## src/logic/mac_rd_defs.svh

```systemverilog
`ifndef MAC_RD_DEFS_SVH
`define MAC_RD_DEFS_SVH

//////////////////////////////////////////////////////////////////////
// bus timing

// clk cycles per quarter scl period, kept small for short runs
`define MAC_RD_QUARTER 4

//////////////////////////////////////////////////////////////////////
// eeprom layout

`define MAC_RD_WORD_ADDR 8'h9A // start of the eui-48 field
`define MAC_RD_LEN 6 // bytes per read burst
`define MAC_RD_DEV_TYPE 4'b1011 // fixed upper nibble of device addr

`endif

```

## src/logic/mac_rd_pkg.sv

```systemverilog
`default_nettype none

package mac_rd_pkg;

	//////////////////////////////////////////////////////////////////////
	// widths

	typedef logic [7:0] byte_t; // one bus data byte
	typedef logic [47:0] mac_t; // assembled mac, first byte on top
	typedef logic [6:0] dev_addr_t; // 7-bit i2c slave address

	//////////////////////////////////////////////////////////////////////
	// register reader to byte engine

	typedef enum logic [2:0] {
		op_start,
		op_restart,
		op_stop,
		op_send,
		op_recv
	} i2c_op_e;

	typedef struct packed {
		i2c_op_e op;
		byte_t wdata; // send only
		logic last; // recv only, answer with nack
	} i2c_cmd_t;

	typedef struct packed {
		byte_t rdata; // recv result
		logic nack; // slave did not ack a sent byte
	} i2c_rsp_t;

	//////////////////////////////////////////////////////////////////////
	// state machines

	typedef enum logic [2:0] {
		rd_idle, rd_start, rd_wr_addr, rd_word, rd_restart, rd_rd_addr, rd_recv, rd_stop
	} rd_state_e;

	typedef enum logic [1:0] {fsm_idle, fsm_read, fsm_hold} fsm_state_e;

	typedef enum logic [2:0] {
		eng_idle, eng_start, eng_restart, eng_stop, eng_send, eng_recv
	} eng_state_e;

endpackage

`default_nettype wire

```

## src/logic/i2c_bit_timer.sv

```systemverilog
`timescale 1ns/10ps
`default_nettype none

`include "mac_rd_defs.svh"

module i2c_bit_timer (
	input logic clk,
	input logic arst_n,
	input logic run, // engine busy
	output logic tick // quarter-bit strobe
);

	localparam int cnt_w = $clog2(`MAC_RD_QUARTER + 1);
	localparam logic [cnt_w-1:0] reload_val = cnt_w'(`MAC_RD_QUARTER - 1);

	logic [cnt_w-1:0] cnt; // cycles left in this quarter

	// registered tick, so the first one lands a full quarter after run
	always_ff @(posedge clk or negedge arst_n) begin
		if (!arst_n) begin
			cnt <= reload_val;
			tick <= 1'b0;
		end else begin
			tick <= 1'b0; // default, single-cycle pulse
			if (!run) begin
				cnt <= reload_val; // parked, restart fresh on next run
			end else if (cnt == '0) begin
				cnt <= reload_val;
				tick <= 1'b1;
			end else begin
				cnt <= cnt - 1'b1;
			end
		end
	end

endmodule

`default_nettype wire

```

## src/logic/i2c_byte_engine.sv

```systemverilog
`timescale 1ns/10ps
`default_nettype none

module i2c_byte_engine (
	input logic clk,
	input logic arst_n,
	input logic cmd_go, // take cmd, only while idle
	input mac_rd_pkg::i2c_cmd_t cmd,
	output logic op_done, // rsp valid this cycle
	output mac_rd_pkg::i2c_rsp_t rsp,
	output logic run, // keeps the timer going
	input logic tick, // quarter-bit strobe
	output logic scl_oe, // high pulls scl low
	output logic sda_oe, // high pulls sda low
	input logic sda_in // resolved line
);

	mac_rd_pkg::eng_state_e state;
	logic [1:0] phase; // quarter within the current bit
	logic [3:0] bit_cnt; // 0..7 data, 8 ack slot
	mac_rd_pkg::byte_t shift_q; // tx data out of msb, rx data into lsb
	logic nack_q;
	logic last_q; // nack the byte being received
	logic sda_meta;
	logic sda_s; // synchronized sda
	logic ack_bit;
	logic is_send;
	logic is_data;
	logic is_cond;

	assign run = (state != mac_rd_pkg::eng_idle);
	assign ack_bit = (bit_cnt == 4'd8);
	assign is_send = (state == mac_rd_pkg::eng_send);
	assign is_data = is_send || (state == mac_rd_pkg::eng_recv);
	assign is_cond = run && !is_data; // start, restart or stop
	assign rsp = '{rdata: shift_q, nack: nack_q};

	//////////////////////////////////////////////////////////////////////
	// data path

	always_ff @(posedge clk) begin
		sda_meta <= sda_in;
		sda_s <= sda_meta;
		if (cmd_go && !run) begin
			shift_q <= cmd.wdata;
			last_q <= cmd.last;
			nack_q <= 1'b0;
		end else if (tick && is_data && phase == 2'd2) begin // middle of scl high
			if (ack_bit)
				nack_q <= is_send && sda_s; // released line means no ack
			else
				shift_q <= {shift_q[6:0], sda_s};
		end
	end

	//////////////////////////////////////////////////////////////////////
	// bus waveforms, one action per quarter tick

	always_ff @(posedge clk or negedge arst_n) begin
		if (!arst_n) begin
			state <= mac_rd_pkg::eng_idle;
			phase <= 2'd0;
			bit_cnt <= 4'd0;
			scl_oe <= 1'b0;
			sda_oe <= 1'b0;
			op_done <= 1'b0;
		end else begin
			op_done <= 1'b0;
			if (!run) begin
				if (cmd_go) begin
					phase <= 2'd0;
					bit_cnt <= 4'd0;
					case (cmd.op)
						mac_rd_pkg::op_start: state <= mac_rd_pkg::eng_start;
						mac_rd_pkg::op_restart: state <= mac_rd_pkg::eng_restart;
						mac_rd_pkg::op_stop: state <= mac_rd_pkg::eng_stop;
						mac_rd_pkg::op_send: state <= mac_rd_pkg::eng_send;
						default: state <= mac_rd_pkg::eng_recv;
					endcase
				end
			end else if (tick) begin
				phase <= phase + 2'd1;
				case (state)
					mac_rd_pkg::eng_start: begin // bus idle, both lines high
						case (phase)
							2'd0: sda_oe <= 1'b0;
							2'd1: sda_oe <= 1'b1; // sda falls under high scl
							2'd2: ;
							default: scl_oe <= 1'b1;
						endcase
					end
					mac_rd_pkg::eng_restart: begin // scl low after an ack slot
						case (phase)
							2'd0: sda_oe <= 1'b0; // release sda first
							2'd1: scl_oe <= 1'b0;
							2'd2: sda_oe <= 1'b1; // repeated start
							default: scl_oe <= 1'b1;
						endcase
					end
					mac_rd_pkg::eng_stop: begin
						case (phase)
							2'd0: sda_oe <= 1'b1; // sda low while scl low
							2'd1: scl_oe <= 1'b0;
							2'd2: sda_oe <= 1'b0; // sda rises under high scl
							default: ;
						endcase
					end
					default: begin // send or recv, 9 bits
						case (phase)
							2'd0: begin
								if (ack_bit)
									sda_oe <= !is_send && !last_q; // our ack on recv
								else
									sda_oe <= is_send && !shift_q[7];
							end
							2'd1: scl_oe <= 1'b0;
							2'd2: ; // sample, see data path
							default: begin
								scl_oe <= 1'b1;
								bit_cnt <= bit_cnt + 4'd1;
							end
						endcase
					end
				endcase
				if (phase == 2'd3 && (is_cond || ack_bit)) begin
					state <= mac_rd_pkg::eng_idle;
					op_done <= 1'b1; // one cycle after the final tick
				end
			end
		end
	end

endmodule

`default_nettype wire

```

## src/logic/eeprom_reg_reader.sv

```systemverilog
`timescale 1ns/10ps
`default_nettype none

`include "mac_rd_defs.svh"

module eeprom_reg_reader #(
	parameter logic [2:0] addr_pins = 3'd0 // strap of a2..a0
) (
	input logic clk,
	input logic arst_n,
	input logic open, // begin a burst
	output logic rdata_valid,
	output mac_rd_pkg::byte_t rdata,
	output logic burst_done, // stop has finished
	output logic err, // some byte went unacked
	output logic cmd_go,
	output mac_rd_pkg::i2c_cmd_t cmd,
	input logic op_done,
	input mac_rd_pkg::i2c_rsp_t rsp
);

	localparam int cnt_w = $clog2(`MAC_RD_LEN + 1);
	localparam logic [cnt_w-1:0] last_idx = cnt_w'(`MAC_RD_LEN - 1);
	localparam mac_rd_pkg::dev_addr_t dev_addr = {`MAC_RD_DEV_TYPE, addr_pins};

	mac_rd_pkg::rd_state_e state;
	logic [cnt_w-1:0] byte_cnt; // receives done so far
	logic last_byte;

	assign last_byte = (byte_cnt == last_idx);
	assign rdata_valid = op_done && (state == mac_rd_pkg::rd_recv);
	assign rdata = rsp.rdata;

	// command follows the state, sampled by the engine on cmd_go
	always_comb begin
		cmd = '{op: mac_rd_pkg::op_stop, wdata: 8'h00, last: 1'b0};
		case (state)
			mac_rd_pkg::rd_start: cmd.op = mac_rd_pkg::op_start;
			mac_rd_pkg::rd_wr_addr: begin
				cmd.op = mac_rd_pkg::op_send;
				cmd.wdata = {dev_addr, 1'b0}; // write bit
			end
			mac_rd_pkg::rd_word: begin
				cmd.op = mac_rd_pkg::op_send;
				cmd.wdata = `MAC_RD_WORD_ADDR;
			end
			mac_rd_pkg::rd_restart: cmd.op = mac_rd_pkg::op_restart;
			mac_rd_pkg::rd_rd_addr: begin
				cmd.op = mac_rd_pkg::op_send;
				cmd.wdata = {dev_addr, 1'b1}; // read bit
			end
			mac_rd_pkg::rd_recv: begin
				cmd.op = mac_rd_pkg::op_recv;
				cmd.last = last_byte; // nack ends the read
			end
			default: ;
		endcase
	end

	//////////////////////////////////////////////////////////////////////
	// op sequencer

	always_ff @(posedge clk or negedge arst_n) begin
		if (!arst_n) begin
			state <= mac_rd_pkg::rd_idle;
			byte_cnt <= '0;
			cmd_go <= 1'b0;
			burst_done <= 1'b0;
			err <= 1'b0;
		end else begin
			cmd_go <= 1'b0;
			burst_done <= 1'b0;
			if (state == mac_rd_pkg::rd_idle) begin
				if (open) begin
					state <= mac_rd_pkg::rd_start;
					cmd_go <= 1'b1; // first op the cycle after open
					err <= 1'b0;
					byte_cnt <= '0;
				end
			end else if (op_done) begin
				cmd_go <= 1'b1; // next op, cleared again below on exit
				case (state)
					mac_rd_pkg::rd_start: state <= mac_rd_pkg::rd_wr_addr;
					mac_rd_pkg::rd_wr_addr, mac_rd_pkg::rd_word, mac_rd_pkg::rd_rd_addr: begin
						if (rsp.nack) begin
							state <= mac_rd_pkg::rd_stop; // abort
							err <= 1'b1;
						end else if (state == mac_rd_pkg::rd_wr_addr) begin
							state <= mac_rd_pkg::rd_word;
						end else if (state == mac_rd_pkg::rd_word) begin
							state <= mac_rd_pkg::rd_restart;
						end else begin
							state <= mac_rd_pkg::rd_recv;
						end
					end
					mac_rd_pkg::rd_restart: state <= mac_rd_pkg::rd_rd_addr;
					mac_rd_pkg::rd_recv: begin
						if (last_byte)
							state <= mac_rd_pkg::rd_stop;
						else
							byte_cnt <= byte_cnt + 1'b1;
					end
					default: begin // stop finished
						state <= mac_rd_pkg::rd_idle;
						cmd_go <= 1'b0;
						burst_done <= 1'b1;
					end
				endcase
			end
		end
	end

endmodule

`default_nettype wire

```

## src/logic/mac_addr_fsm.sv

```systemverilog
`timescale 1ns/10ps
`default_nettype none

module mac_addr_fsm (
	input logic clk,
	input logic arst_n,
	input logic start, // request a read
	output logic busy,
	output logic done,
	output logic err,
	output mac_rd_pkg::mac_t mac,
	output logic open, // kick the register reader
	input logic rdata_valid,
	input mac_rd_pkg::byte_t rdata,
	input logic burst_done,
	input logic rd_err
);

	localparam int mac_w = $bits(mac_rd_pkg::mac_t);

	mac_rd_pkg::fsm_state_e state;
	mac_rd_pkg::mac_t staging; // bytes of the burst in flight

	assign busy = (state == mac_rd_pkg::fsm_read);

	// first byte ends up on top after all shifts
	always_ff @(posedge clk) begin
		if (busy && rdata_valid)
			staging <= {staging[mac_w-9:0], rdata};
	end

	always_ff @(posedge clk or negedge arst_n) begin
		if (!arst_n) begin
			state <= mac_rd_pkg::fsm_idle;
			open <= 1'b0;
			done <= 1'b0;
			err <= 1'b0;
			mac <= '0;
		end else begin
			open <= 1'b0;
			case (state)
				mac_rd_pkg::fsm_read: begin // start ignored here
					if (burst_done) begin
						state <= mac_rd_pkg::fsm_hold;
						done <= 1'b1;
						err <= rd_err;
						if (!rd_err)
							mac <= staging; // failed read keeps old mac
					end
				end
				default: begin // idle or hold
					if (start) begin
						state <= mac_rd_pkg::fsm_read;
						open <= 1'b1;
						done <= 1'b0;
						err <= 1'b0;
					end
				end
			endcase
		end
	end

endmodule

`default_nettype wire

```

## src/logic/mac_addr_reader.sv

```systemverilog
`timescale 1ns/10ps
`default_nettype none

module mac_addr_reader #(
	parameter logic [2:0] addr_pins = 3'd0 // board strap of the eeprom
) (
	input logic clk,
	input logic arst_n,
	input logic start,
	output logic busy,
	output logic done,
	output logic err,
	output mac_rd_pkg::mac_t mac,
	output logic scl_oe,
	output logic sda_oe,
	input logic sda_in
);

	logic open;
	logic rdata_valid;
	mac_rd_pkg::byte_t rdata;
	logic burst_done;
	logic rd_err;
	logic cmd_go;
	mac_rd_pkg::i2c_cmd_t cmd;
	logic op_done;
	mac_rd_pkg::i2c_rsp_t rsp;
	logic run;
	logic tick;

	//////////////////////////////////////////////////////////////////////
	// control

	mac_addr_fsm fsm_i (
		.clk, .arst_n, .start, .busy, .done, .err, .mac,
		.open, .rdata_valid, .rdata, .burst_done, .rd_err
	);

	eeprom_reg_reader #(.addr_pins(addr_pins)) reader_i (
		.clk, .arst_n, .open, .rdata_valid, .rdata, .burst_done,
		.err(rd_err), .cmd_go, .cmd, .op_done, .rsp
	);

	//////////////////////////////////////////////////////////////////////
	// bus side

	i2c_byte_engine engine_i (
		.clk, .arst_n, .cmd_go, .cmd, .op_done, .rsp,
		.run, .tick, .scl_oe, .sda_oe, .sda_in
	);

	i2c_bit_timer timer_i (.clk, .arst_n, .run, .tick);

endmodule

`default_nettype wire

```

## config.mk

```make
export PLATFORM = sky130hd
export DESIGN_NAME = mac_addr_reader
export DESIGN_NICKNAME = d
export VERILOG_FILES = /design/src/logic/mac_rd_pkg.sv /design/src/logic/i2c_bit_timer.sv /design/src/logic/i2c_byte_engine.sv /design/src/logic/eeprom_reg_reader.sv /design/src/logic/mac_addr_fsm.sv /design/src/logic/mac_addr_reader.sv
export VERILOG_INCLUDE_DIRS = /design/src /design/src/logic
export SDC_FILE = /design/constraint.sdc
export NUM_CORES = 1
export LEC_CHECK = 0
export BUFFER_PORTS_ARGS = -buffer_cell sky130_fd_sc_hd__buf_2
export CORE_MARGIN = 2
export CORE_UTILIZATION = 50
export DETAILED_ROUTE_END_ITERATION = 12
export PLACE_DENSITY = 0.78
export SKIP_LAST_GASP = 1
export SYNTH_ARGS = -nofsm -noshare
export SYNTH_HDL_FRONTEND = slang
export SYNTH_SLANG_ARGS = --single-unit
```

## constraint.sdc

```tcl
create_clock -name clk -period 7.9 [get_ports clk]
set_input_delay 0.79 -clock clk [delete_from_list [all_inputs] [get_ports clk]]
set_output_delay 0.79 -clock clk [all_outputs]
set_load 0.05 [all_outputs]
```

==> PnR_summary.wiki, run 1 <==
{| class="wikitable"
! Metric !! Value
|-
| Post-synthesis mux area share || 11.7%
|-
| Cts hold-fix bufs || 0
|-
| # port buffers || 56
|-
| Post-Syn Nets || 360
|-
| Worst hold margin || 0.327 ns
|-
| TritonCTS Buffers || 17
|-
| Logic depth of the worst path, buffers included || 3
|-
| Area used by multi-input combinational logic || 1500 um^2
|-
| Length of routed met2 wiring || 4610 um
|-
| CP Cell Sequence || nand2b_4 > inv_2 > buf_2
|-
| Area added between synthesis and finish || 17.3%
|-
| Max Fanout on Critical Path || 3
|-
| Sequential share of the synthesized area || 69.2%
|-
| Switching power as a share of total power || 28.4%
|-
| CTS-repair resized insts || 0
|-
| Antenna violations before repair || 0
|-
| Largest area contributor in the netlist || dfrtp_1
|-
| Clock transition at the register clock pins on the worst setup and hold paths after CTS || 0.07 ns
|-
| Wire length of the first global-routing pass || 14400 um
|-
| Buffering stage count on the worst path with inverters included || 2
|-
| Share of the synthesized area in the top cell type || 35.1%
|-
| Static leakage power || 2.85 nW
|-
| Largest buffer count on any clock path || 2
|-
| Top post-synthesis cells by count || 75 x dfrtp_1, 57 x edfxtp_1, 47 x mux2_2
|-
| DIE AREA || 11500 um^2
|-
| Number of clock sinks || 137
|-
| Number of post-CTS setup repair buffers || 0
|-
| Number of DRC markers after the initial detailed-route iteration || 142
|-
| Simple-gate share of the synthesized area || 7.44%
|-
| Top-count cell post-synth || dfrtp_1
|-
| Fillers || 768
|-
| Core box area || 10400 um^2
|-
| Antenna diodes || 0
|-
| DRT Pass-1 Iters || 4
|-
| Largest delay share family, worst path || flip-flops
|-
| Pwr dens || 284 nW/um^2
|-
| Final Cycle Share || 28.0%
|-
| Combined flip-flop and latch cell area || 3700 um^2
|-
| WP data required || 7.11 ns
|-
| Routability congestion estimate || 0.811
|-
| Worst setup path start || fsm_i.done
|-
| Max Transition Viols Final || 0
|-
| Transition at the pin with the smallest max-transition slack || 1.03 ns
|-
| Clock network fraction of design power || 40.2%
|-
| Initial cell density of the core || 51.6%
|-
| Critical register-to-register path endpoint || engine_i.shift_q[2]
|-
| Overall track demand over capacity in global routing || 16.5%
|-
| Via count of the first global-routing pass || 2939
|-
| Root buffer cell || clkbuf_8
|-
| Pint || 1.28 mW
|-
| Max-cap check violation count || 0
|-
| Top layer used by detailed routing || met4
|-
| Detailed-route vias per instance || 5.28
|-
| Instance count after placement with tap cells included || 527
|-
| Largest voltage drop on the vdd net || 0.139 mV
|-
| Die Wd || 107 um
|-
| Cell count after synthesis || 346
|-
| Number of placement rows || 37
|-
| Number of hold-slack violations in the final timing report || 0
|-
| Unique cell type count in the Yosys netlist || 53
|-
| Post-detail-place hpwl || 5660 um
|-
| Antenna-violating nets left || 0
|-
| Data arrival time at the worst-slack endpoint || 1.42 ns
|-
| Type of element capturing the critical path || output pin
|-
| Run status || finished clean
|-
| Startpoint types || flop
|-
| H-Tree Depth || 4
|-
| Number of DRC violations after detailed routing || 0
|-
| Net switching component of the power || 0.507 mW
|-
| Cell Area, Synth || 5350 um^2
|-
| Fraction of the mapped netlist area in compound gates || 5.54%
|-
| Top cells by area, synth || dfrtp_1 35%, edfxtp_1 32%, mux2_2 9.9%
|-
| Die outline height || 107 um
|-
| Final net count || 424
|-
| Global route total overflow || 0
|-
| Critical path type || reg2out
|-
| Fraction of power consumed by sequential logic || 47.2%
|-
| Worst hold path type || reg2reg
|-
| Synthesized-area fraction occupied by adder cells || 2.34%
|-
| Largest net degree at the start of global routing || 78
|-
| RSZ-0062 raised after global routing || false
|-
| WL per Instance || 16.0 um
|-
| Total routed wire length on the met1 layer || 3790 um
|-
| Largest incremental delay on the critical path || 0.41 ns
|-
| End point of the critical path || busy
|-
| Number of placed I/O pins || 57
|-
| Worst-case register-to-register setup slack || 5.78 ns
|-
| Worst Clk Skew || 0.00906 ns
|-
| Minimum clock period || 2.21 ns
|-
| YS warnings || 0
|-
| Mean cell area of the mapped netlist || 15.5 um^2
|-
| Aggregate negative setup slack || 0 ns
|-
| Slowest stage cell, crit path || dfrtp_1
|-
| Number of synthesized flops with an enable pin || 57
|-
| Worst max-slew margin expressed relative to the limit || 30.7%
|-
| Source-to-sink clock delay at the later pin of the worst-skew pair || 0.51 ns
|-
| Number of vias after detailed routing || 2954
|-
| Sum of routed wire length over all layers || 8930 um
|-
| Top_reg_cell synth || dfrtp_1
|-
| Startpoint of the worst-slack reg-to-reg timing path || engine_i.phase[0]
|-
| CTS tree || done
|-
| Fraction of layout cells with a size suffix above 1 || 37.1%
|-
| Finished Layout Cells || 559
|-
| WL met3 || 425 um
|-
| Combinational power share || 12.6%
|-
| Dominant combinational cell family by area after synthesis || multiplexers
|-
| Logic depth of the worst register-to-register path || 4
|-
| Xor/xnor share of the synthesized area || 0.819%
|-
| Async set or reset register ratio after synthesis || 56.2%
|-
| Max Clk Rate || 452 MHz
|-
| Finish-stage setup viols || 0
|-
| Number of synthesized register bits || 137
|}
## worst min path at each step
stage                            startpoint             end  slack, ns  depth (start not counted)
after global placement    engine_i.sda_meta  engine_i.sda_s       0.31                          0
after global routing      engine_i.sda_meta  engine_i.sda_s       0.33                          0
after floorplan           engine_i.sda_meta  engine_i.sda_s       0.31                          0
after detailed placement  engine_i.sda_meta  engine_i.sda_s       0.31                          0
after CTS                 engine_i.sda_meta  engine_i.sda_s       0.33                          0
final                     engine_i.sda_meta  engine_i.sda_s       0.33                          0
## logic make-up after synthesis
kind of cell	after synthesis
compound gates	42
simple gates	67
flops	137
buf+inv	29
mux	56
fa+ha+maj	10
xor+xnor	5
## cells in the final DEF (no fill, tap or decap), types with 3 or more instances in the layout
master	n
dfrtp_1	75
edfxtp_1	57
buf_2	55
mux2_2	47
nand2_1	19
clkbuf_16	16
inv_1	14
o21ai_0	12
nor2_1	11
ha_1	10
a21oi_1	7
nand3_1	6
inv_6	6
o21a_1	5
mux2i_1	5
mux2_1	4
inv_8	4
clkinvlp_4	4
o211ai_1	3
and2_1	3
a22o_1	3
xor2_1	3
dfxtp_1	3
buf_4	3
## flip-flops by register name, indices dropped and copies added (netlist names), 2 cells and up
signal             cells
fsm_i.staging         48
fsm_i.mac             48
timer_i.cnt            3
engine_i.phase         2
engine_i.shift_q       8
engine_i.bit_cnt       4
reader_i.byte_cnt      3
reader_i.state         3
engine_i.state         3
## power by group through the flow
stage	sequential [mW]	combinational (mW)	clock [mW]
final	0.842	0.224	0.717
after global routing	0.850	0.249	0.763
after CTS	0.841	0.226	0.728
after detailed placement	0.853	0.218	0
after global placement	0.850	0.212	0
after floorplan	0.840	0.190	0
## metrics by stage
stage / instance area [um^2] / util [%] / setup WS, ns / power [mW]
6_report: 6270 / 60.5 / 5.69 / 1.78
5_1_grt: 6270 / 60.5 / 5.57 / 1.86
4_1_cts: 6270 / 60.5 / 5.65 / 1.79
3_5_place_dp: 5730 / 55.2 / 5.79 / 1.07
3_3_place_gp: 5730 / 55.2 / 5.86 / 1.06
2_1_floorplan: 5350 / - / 4.54 / 1.03
## layout make-up
cell class	instances	area share, %
multi-input cells	180	23.9
well taps	136	2.71
flip-flops and latches	137	59.0
clock buffers	17	6.60
inverters	16	0.957
repair buffers	58	4.75
clock inverters	15	2.09
## layer usage
layer	GRT usage, %	vias to the layer above
met5	0	-
met3	5.57	11
met4	5.49	0
met1	19.6	1488
met2	28.3	83
li1	-	1372
No activity file was read; power rests on OpenSTA's default activity.
==> inputs of run 2 (changes only) <==
==> constraint.sdc (replaced) <==
create_clock -name clk -period 2.3 [get_ports clk]
set_input_delay 0.23 -clock clk [delete_from_list [all_inputs] [get_ports clk]]
set_output_delay 0.23 -clock clk [all_outputs]
set_load 0.05 [all_outputs]
==> run 2 against run 1 <==
- sequential cell count stayed put
- non-clock buffer count is 7 higher
- clock skew decreased by 0.0011 ns
- setup slack got worse by 5.2 ns
- sequential power grew to 3.4 times the previous value
- core utilization grew 0.84 points
- sequential share of layout area down 0.81 points
- final area grew 1.4%
- global-route usage hardly changed
- largest cell class unchanged
==> PnR_summary.wiki, run 2 (synthesized netlist as in run 1, its figures left out) <==
{| class="wikitable"
! Metric !! Value
|-
| Antenna-violating nets left || 0 (unchanged)
|-
| Type of element capturing the critical path || flop
|-
| Instance count after placement with tap cells included || 531 (+0.76%)
|-
| Antenna violations before repair || 0 (unchanged)
|-
| Largest net degree at the start of global routing || 78 (unchanged)
|-
| Antenna diodes || 0 (unchanged)
|-
| Final Cycle Share || 81.0%
|-
| Detailed-route vias per instance || 5.27 (-0.20%)
|-
| Commonest cells after routing, fill and taps aside || 75 x dfrtp_1, 57 x edfxtp_1, 55 x buf_2
|-
| Final net count || 431 (+1.7%)
|-
| Number of vias after detailed routing || 2985 (+1.0%)
|-
| Pwr dens || 967 nW/um^2 (+240%)
|-
| Leading cell type in the layout, fill and taps excluded || dfrtp_1
|-
| Startpoint types || flop
|-
| Number of placement rows || 37 (unchanged)
|-
| Run status || finished clean
|-
| # port buffers || 56 (unchanged)
|-
| Worst setup path start || reader_i.state[1]
|-
| Largest voltage drop on the vdd net || 0.399 mV (+190%)
|-
| Die outline height || 107 um (unchanged)
|-
| Overall track demand over capacity in global routing || 16.5% (+0.042 points)
|-
| Worst Clk Skew || 0.00794 ns (-0.00112 ns)
|-
| Startpoint of the worst-slack reg-to-reg timing path || reader_i.state[1]
|-
| Largest buffer count on any clock path || 2 (unchanged)
|-
| DIE AREA || 11500 um^2 (unchanged)
|-
| Max-cap check violation count || 0 (unchanged)
|-
| Static leakage power || 2.89 nW (+1.6%)
|-
| Die Wd || 107 um (unchanged)
|-
| Number of post-CTS setup repair buffers || 0 (unchanged)
|-
| Number of hold-slack violations in the final timing report || 0 (unchanged)
|-
| Fraction of layout cells with a size suffix above 1 || 37.4% (+0.33 points)
|-
| Critical register-to-register path endpoint || fsm_i.staging[47]
|-
| Global route total overflow || 0 (unchanged)
|-
| Worst hold path type || reg2reg
|-
| Core occupancy in the finished layout || 61.4% (+0.84 points)
|-
| Number of DRC violations after detailed routing || 0 (unchanged)
|-
| Via count of the first global-routing pass || 3014 (+2.6%)
|-
| Root buffer cell || clkbuf_8
|-
| Finished Layout Cells || 566 (+1.3%)
|-
| Max Transition Viols Final || 0 (unchanged)
|-
| Logic depth of the worst register-to-register path || 4 (unchanged)
|-
| Routability congestion estimate || 0.868 (+7.0%)
|-
| H-Tree Depth || 4 (unchanged)
|-
| Minimum clock period || 1.86 ns
|-
| CTS tree || done
|-
| Aggregate negative setup slack || 0 ns (unchanged)
|-
| Source-to-sink clock delay at the later pin of the worst-skew pair || 0.51 ns (about the same)
|-
| Transition at the pin with the smallest max-transition slack || 0.968 ns (-0.0604 ns)
|-
| Number of clock sinks || 137 (unchanged)
|-
| Area added between synthesis and finish || 18.9%
|-
| Initial cell density of the core || 51.6% (unchanged)
|-
| Wire length of the first global-routing pass || 14600 um (+1.1%)
|-
| Critical path type || reg2reg
|-
| Finish-stage setup viols || 0 (unchanged)
|-
| Max Fanout on Critical Path || 48 (+45)
|-
| Worst-case register-to-register setup slack || 0.44 ns (-5.34 ns)
|-
| Post-detail-place hpwl || 5680 um (+0.38%)
|-
| Core box area || 10400 um^2 (unchanged)
|-
| WL per Instance || 15.4 um (-3.5%)
|-
| TritonCTS Buffers || 17 (unchanged)
|-
| DRT Pass-1 Iters || 5 (+1)
|-
| Largest registers || fsm_i.mac: 48 flops, fsm_i.staging: 48 flops, engine_i.shift_q: 8 flops
|-
| Worst max-slew margin expressed relative to the limit || 35.4% (+4.8 points)
|-
| Cell area after placement || 5780 um^2 (+0.96%)
|-
| Number of placed I/O pins || 57 (unchanged)
|-
| Sum of routed wire length over all layers || 8720 um (-2.3%)
|-
| WP data required || 2.49 ns (-4.62 ns)
|-
| Data arrival time at the worst-slack endpoint || 2.05 ns (+0.63 ns)
|-
| RSZ-0062 raised after global routing || false
|-
| End point of the critical path || fsm_i.staging[47]
|-
| Fin area || 6360 um^2 (+1.4%)
|-
| Max Clk Rate || 537 MHz
|-
| Clock transition at the register clock pins on the worst setup and hold paths after CTS || 0.06 ns (about the same)
|-
| Number of DRC markers after the initial detailed-route iteration || 199 (+40%)
|}
[run 2: changes by cell type in the layout (fill, tap and decap cells not counted), sizes merged]
| cell | change |
|---|---|
| clkinv | +3 |
| dlygate4sd3 | +3 |
| buf | +4 |
| clkinvlp | -2 |
| clkbuf | +1 |
| inv | -2 |
[run 2: routing by layer]
layer / wire [um] / up-vias / track usage, %
met5: 0 / - / 0
met4: 114 / 0 / 5.77
li1: - / 1388 / -
met3: 343 / 14 / 5.57
met1: 3760 / 1515 / 20.4
met2: 4500 / 68 / 27.3
[run 2: worst min path at each step]
stage	startpoint	to	slack, ns	depth (start not counted)
final	engine_i.sda_meta	engine_i.sda_s	0.33	0
after global routing	sda_in	engine_i.sda_meta	0.34	2
after CTS	sda_in	engine_i.sda_meta	0.32	2
after detailed placement	engine_i.sda_meta	engine_i.sda_s	0.32	0
after global placement	engine_i.sda_meta	engine_i.sda_s	0.31	0
after floorplan	arst_n	engine_i.bit_cnt[0]	-0.07	0
[run 2: layout make-up]
type                            count  area (um^2)
Timing Repair Buffer               65          383
Clock inverter                     14          130
Multi-Input combinational cell    180         1500
Fill cell                         774         4010
Inverter                           16         60.1
Clock buffer                       18          418
Tap cell                          136          170
Sequential cell                   137         3700
[run 2: repair_timing]
| item | in CTS | in global routing |
|---|---|---|
| resized for setup | 0 | 1 |
| hold buffers | 3 | 0 |
| endpoints found under the setup margin | 0 | 8 |
| endpoints found under the hold margin | 79 | 0 |
[run 2: where the power goes]
| group | internal [mW] | total (mW) | leakage (nW) | switching, mW |
|---|---|---|---|---|
| clock | 1.37 | 2.47 | 0.265 | 1.10 |
| combinational | 0.351 | 0.834 | 1.05 | 0.484 |
| sequential | 2.70 | 2.84 | 1.58 | 0.147 |
[run 2: through the flow]
step	worst slack [ns]	power, mW	hold WS (ns)
after global placement	0.284	3.68	0.313
after detailed placement	0.189	3.72	0.317
after CTS	0.178	6.20	0.325
final	0.437	6.15	0.330
after global routing	0.275	6.44	0.336
after floorplan	0.277	3.54	-0.0656
[run 2: worst max-delay path: stages, from the launching register on]
cell     delay, ns
dfrtp_1       0.56
nand2_1       0.19
or3_4         0.40
nor2_4        0.11
buf_12        0.27
